--- src/common_pkg.sv ---
package common_pkg;

	// ------------------------------
	// Geometry
	// ------------------------------
	localparam int addr_bits = 64;
	localparam int align_bits = 3;        // Byte offset in a 64-bit word
	localparam int offset_bits = 7;       // 128-byte lines
	localparam int index_bits = 4;
	localparam int num_lines = 16;
	localparam int words_per_line = 16;
	localparam int tag_bits = addr_bits - offset_bits - index_bits; // Bits 63..11

	localparam logic [addr_bits-1:0] reset_pc = 64'h1000;

	// ------------------------------
	// Bus encodings
	// ------------------------------
	typedef enum logic [2:0] {
		MSIZE1 = 3'd0,
		MSIZE2 = 3'd1,
		MSIZE4 = 3'd2,
		MSIZE8 = 3'd3
	} msize_t;

	typedef enum logic [3:0] {
		MLEN1 = 4'd0,                     // Beats minus one
		MLEN2 = 4'd1,
		MLEN4 = 4'd3,
		MLEN8 = 4'd7,
		MLEN16 = 4'd15
	} mlen_t;

	typedef enum logic [1:0] {
		AXI_BURST_FIXED = 2'd0,
		AXI_BURST_INCR = 2'd1
	} axi_burst_t;

	typedef enum logic [1:0] {
		INIT = 2'd0,                      // Tag sweep after reset
		IDLE = 2'd1,
		RESP = 2'd2,
		FETCH = 2'd3                      // Line refill
	} icache_state_t;

	// ------------------------------
	// Bus structs
	// ------------------------------
	typedef struct packed {
		logic valid;
		logic [addr_bits-1:0] addr;
	} ibus_req_t;

	typedef struct packed {
		logic addr_ok;
		logic data_ok;
		logic [31:0] data;
	} ibus_resp_t;

	typedef struct packed {
		logic valid;
		logic is_write;
		msize_t size;
		logic [addr_bits-1:0] addr;
		logic [7:0] strobe;
		logic [63:0] data;
		mlen_t len;
		axi_burst_t burst;
	} cbus_req_t;

	typedef struct packed {
		logic ready;
		logic last;
		logic [63:0] data;
	} cbus_resp_t;

endpackage

--- src/fetch_stage.sv ---
`timescale 1ns/10ps

module fetch_stage (
	input logic clk,
	input logic reset,
	output common_pkg::ibus_req_t ireq,
	input common_pkg::ibus_resp_t iresp,
	input logic stall,
	input logic redirect,
	input logic [common_pkg::addr_bits-1:0] redirect_pc,
	output logic inst_valid,
	output logic [31:0] inst,
	output logic [common_pkg::addr_bits-1:0] inst_pc
);
	import common_pkg::*;

	logic [addr_bits-1:0] pc;
	logic redirect_pending;
	logic [addr_bits-1:0] redirect_target;

	logic hold;
	logic outstanding;
	logic done;
	logic take;

	assign hold = inst_valid && stall;              // Output held by decode
	assign ireq.valid = !hold;
	assign ireq.addr = pc;

	assign outstanding = ireq.valid && !iresp.data_ok;
	assign done = ireq.valid && iresp.data_ok;
	assign take = done && !redirect && !redirect_pending;

	// ------------------------------
	// Control
	// ------------------------------
	always_ff @(posedge clk) begin
		if (reset) begin
			pc <= reset_pc;
			redirect_pending <= 1'b0;
			inst_valid <= 1'b0;
		end else begin
			inst_valid <= take || (hold && !redirect);

			if (redirect && !outstanding) begin
				pc <= redirect_pc;                      // Address is free to change
			end else if (done && redirect_pending) begin
				pc <= redirect_target;
			end else if (take) begin
				pc <= pc + addr_bits'(4);
			end

			if (redirect && outstanding) begin
				redirect_pending <= 1'b1;
			end else if (done) begin
				redirect_pending <= 1'b0;
			end
		end
	end

	// ------------------------------
	// Payload
	// ------------------------------
	always_ff @(posedge clk) begin
		if (take) begin
			inst <= iresp.data;
			inst_pc <= pc;
		end
		if (redirect) begin
			redirect_target <= redirect_pc;
		end
	end

	// Redirect targets feed pc directly
	assert property (@(posedge clk) disable iff (reset) pc[1:0] == 2'b00)
		else $error("fetch_stage: pc %h not word aligned", pc);

endmodule

--- config.mk ---
export PLATFORM = sky130hd
export DESIGN_NAME = fetch_stage
export DESIGN_NICKNAME = d
export VERILOG_FILES = /design/src/common_pkg.sv /design/src/fetch_stage.sv
export SDC_FILE = /design/constraint.sdc
export NUM_CORES = 1
export LEC_CHECK = 0
export ABC_AREA = 0
export BUFFER_PORTS_ARGS = -buffer_cell sky130_fd_sc_hd__buf_4
export CORE_ASPECT_RATIO = 1.1
export CORE_MARGIN = 4
export CORE_UTILIZATION = 25
export CTS_CLUSTER_SIZE = 10
export DETAILED_ROUTE_END_ITERATION = 10
export PLACE_DENSITY = 0.4
export SYNTH_ARGS = -nofsm -noshare
export SYNTH_HDL_FRONTEND = slang
export SYNTH_SLANG_ARGS = --single-unit
export TNS_END_PERCENT = 20
--- constraint.sdc ---
create_clock -name clk -period 16.5 [get_ports clk]
set_input_delay 1.65 -clock clk [delete_from_list [all_inputs] [get_ports clk]]
set_output_delay 1.65 -clock clk [all_outputs]
set_load 0.02 [all_outputs]
==> metrics.cfg <==
[sta]
max_freq_ghz=0.199
setup-tns-final_ns=0
report.final.slew_viol_count=0
slew-limit-headroom_pct=31.2
setup_viol=0
rsz0062_at_grt=false
hold_viol_final=0
finalCritPeriodShare_pct=30.5
finClkSkew_ns=0.0106
timing.final.ws_setup_ns=11.47
worst_pin_slew_ns=1.03
layout_min_cycle_time_ns=5.03

[route]
firstDrtPassIters=5
routed_via_density=4.93
post_drt_wl_per_cell_um=21.6
routed_wl_um=34700
drtIter0Drc=507
drcViolationCount=0
vias=7906
postRouteAntennaNets=0

[place]
dp_slack_ns=10.78
gp_congestion=0.782
hpwl_um=23600
port_buffers=262

[layout]
fillers=3870
final_nets=1185
final-seq-area_sq_um=6130
syn_to_final_growth_pct=35.1
layout-drive-gt1-share_pct=30.9
multi_input_area_sq_um=3370

[synthesis]
syn-num-nets=925
ys_seq_elements=226
syn_area_per_cell_sq_um=11.8
synth_most_common_cell=edfxtp_1
ys_async_sr_fraction_pct=0
synth_area_leaders=edfxtp_1 49%, dfxtp_1 14%, a21oi_1 3.0%
synth_top_area_share_pct=49.4
ys_warn_count=0
yosysTopAreaCell=edfxtp_1
synth_common_cells=160 x edfxtp_1, 66 x dfxtp_1, 62 x nand2_1
synth-main-ff-cell=edfxtp_1
synth_edf_count=160
ys_seq_area_share_pct=63.0
netlist_instances=822
syn_area_sq_um=9720
ys_types=64

[worst_hold_path]
hold_end=inst_pc[1]
holdPathStages=0
hold_path.class=flop to flop
min_from=pc[1]

[pwr]
p_clk_share_pct=41.2
p_sw_uw=371
internal_power_mw=1.07
p_leak_nw=4.80
vdd_ir_drop_max_mv=0.0632
comb_power_share_pct=11.4
power.density_nw_per_um2=109
swShare_pct=25.8
p_seq_share_pct=47.4

[setup_path]
max_stage_delay_ns=0.95
cp.required_ns=16.66
r2r-start=inst_valid
crit_top_cell=buf_4
cp_max_fo=68
path_class=input port to flop
reg2regPathDepth=4
rrSetupSlack_ns=13.04
critPathLaunchType=input port
worst_setup_path_end_kind=flop
cp_cell_sequence=buf_4 > inv_2 > buf_4 > nand3_1 > nor2_4 > buf_4
critical-path-top-delay-family=buffers and inverters
crit-reg2reg-capture=inst_pc[36]
critPathArrivalTime_ns=5.19
slowest_stage=nor2_4
worst-path-buf-inv=4

[clocking]
cts_hold_buffers=0
cts_made_buffers=28
cts_tree=built
cts-resized-gates=0
post-cts-setup-buffers=0
cts_buffer_depth=3
clock-sinks=226
clk_latency_ns=0.55
clockRootBuffer=clkbuf_16
path_clk_slew_ns=0.06
htreeDepth=1

[grt]
antenna_found_initial=5
grt_remaining_overflow=0
grtUsageTotal_pct=15.8
grt_max_degree=69
grt_pass1_wl_um=51600
grt_pass1_vias=7780

[floorplan]
top_level_ports=264
initial_utilization_pct=25.4
dieArea_sq_um=42100
die_w_um=196
rows=75
die_h_um=215
coreArea_sq_um=38300

[run_status]
outcome=finished, final reports clean

[run]
max-cap-violations=0

layer usage:
metal	up-vias	share of wire, %	global-route usage [%]
li1	3733	-	-
met1	3858	44	21.4
met2	262	47	25.8
met3	45	7.0	3.46
met4	8	1.8	3.86
met5	-	0.20	0
cells in the final DEF (no fill, tap or decap), drive strengths merged, types with 3 or more instances in the layout:
cell type,synthesis,routed
or3,5,5
edfxtp,160,160
a21o,3,3
nand2,62,62
o2bb2ai,17,17
mux2i,6,6
xor2,14,14
o211ai,9,9
o221a,6,6
nand2b,4,4
clkbuf,35,50
nor2,59,59
or4,8,8
o32ai,3,3
and3,11,11
dfxtp,66,66
nand4,16,16
and4,8,8
xnor2,15,15
a22oi,14,14
a211oi,3,3
a221oi,8,8
nand3,36,36
buf,8,273
o22ai,12,12
inv,22,22
nor3,28,28
o21ai,46,46
nand4b,3,3
nor4,16,16
nor3b,3,3
o221ai,25,25
a21oi,59,59
a2bb2oi,6,6
through the flow:
step           std cells  area, sq um  util, %  power (mW)  hold WS, ns
2_1_floorplan        822         9720        -       0.767        0.497
3_3_place_gp        1552        12300     32.0       0.859        0.468
3_5_place_dp        1552        12300     32.0       0.861        0.465
4_1_cts             1604        13100     34.3        1.46        0.490
5_1_grt             1605        13100     34.3        1.50        0.502
6_report            1605        13100     34.3        1.44        0.479
state kept, by name, summed over array words and instances (netlist names):
signal,flops
inst_valid,1
inst_pc,64
pc,64
redirect_target,64
inst,32
redirect_pending,1
cells by family (layout without fill, tap and decap cells):
kind of cell,count (synthesis),count (layout),share of synthesized area (%)
xor gates and xnor gates,29,29,2.61
buffers and inverters,65,347,2.61
other,0,1,0
and+or+nand+nor,266,266,14.9
adders and majority gates,1,1,0.129
DFF,226,226,63.0
AOI/OAI and AO/OA,229,229,16.1
muxes,6,6,0.618
power by group through the flow:
stage | sequential, mW | clock (mW) | combinational [mW]
detailed placement | 0.694 | 0 | 0.167
global placement | 0.693 | 0 | 0.165
CTS | 0.682 | 0.616 | 0.167
finish | 0.681 | 0.592 | 0.164
floorplan | 0.712 | 0 | 0.0551
global route | 0.687 | 0.636 | 0.178
how the worst max path moves through the flow:
| stage | start | to | cells past startpoint |
|---|---|---|---|
| floorplan | stall | inst[0] | 3 |
| global placement | redirect | inst[19] | 6 |
| detailed placement | redirect | inst_pc[6] | 6 |
| CTS | redirect | inst[2] | 6 |
| global route | redirect | inst[4] | 6 |
| finish | redirect | inst_pc[36] | 6 |
final cells by class:
cell class                 instances  area share (%)
antenna                            1          0.0191
clock buffer                      50            6.59
clock inverter                     2          0.0667
inverter                          22           0.629
multi-input combinational        531            25.7
sequential                       226            46.7
tap                              500            4.77
timing repair buffer             273            15.6
Note: power is estimated with default switching activity, not from simulation.
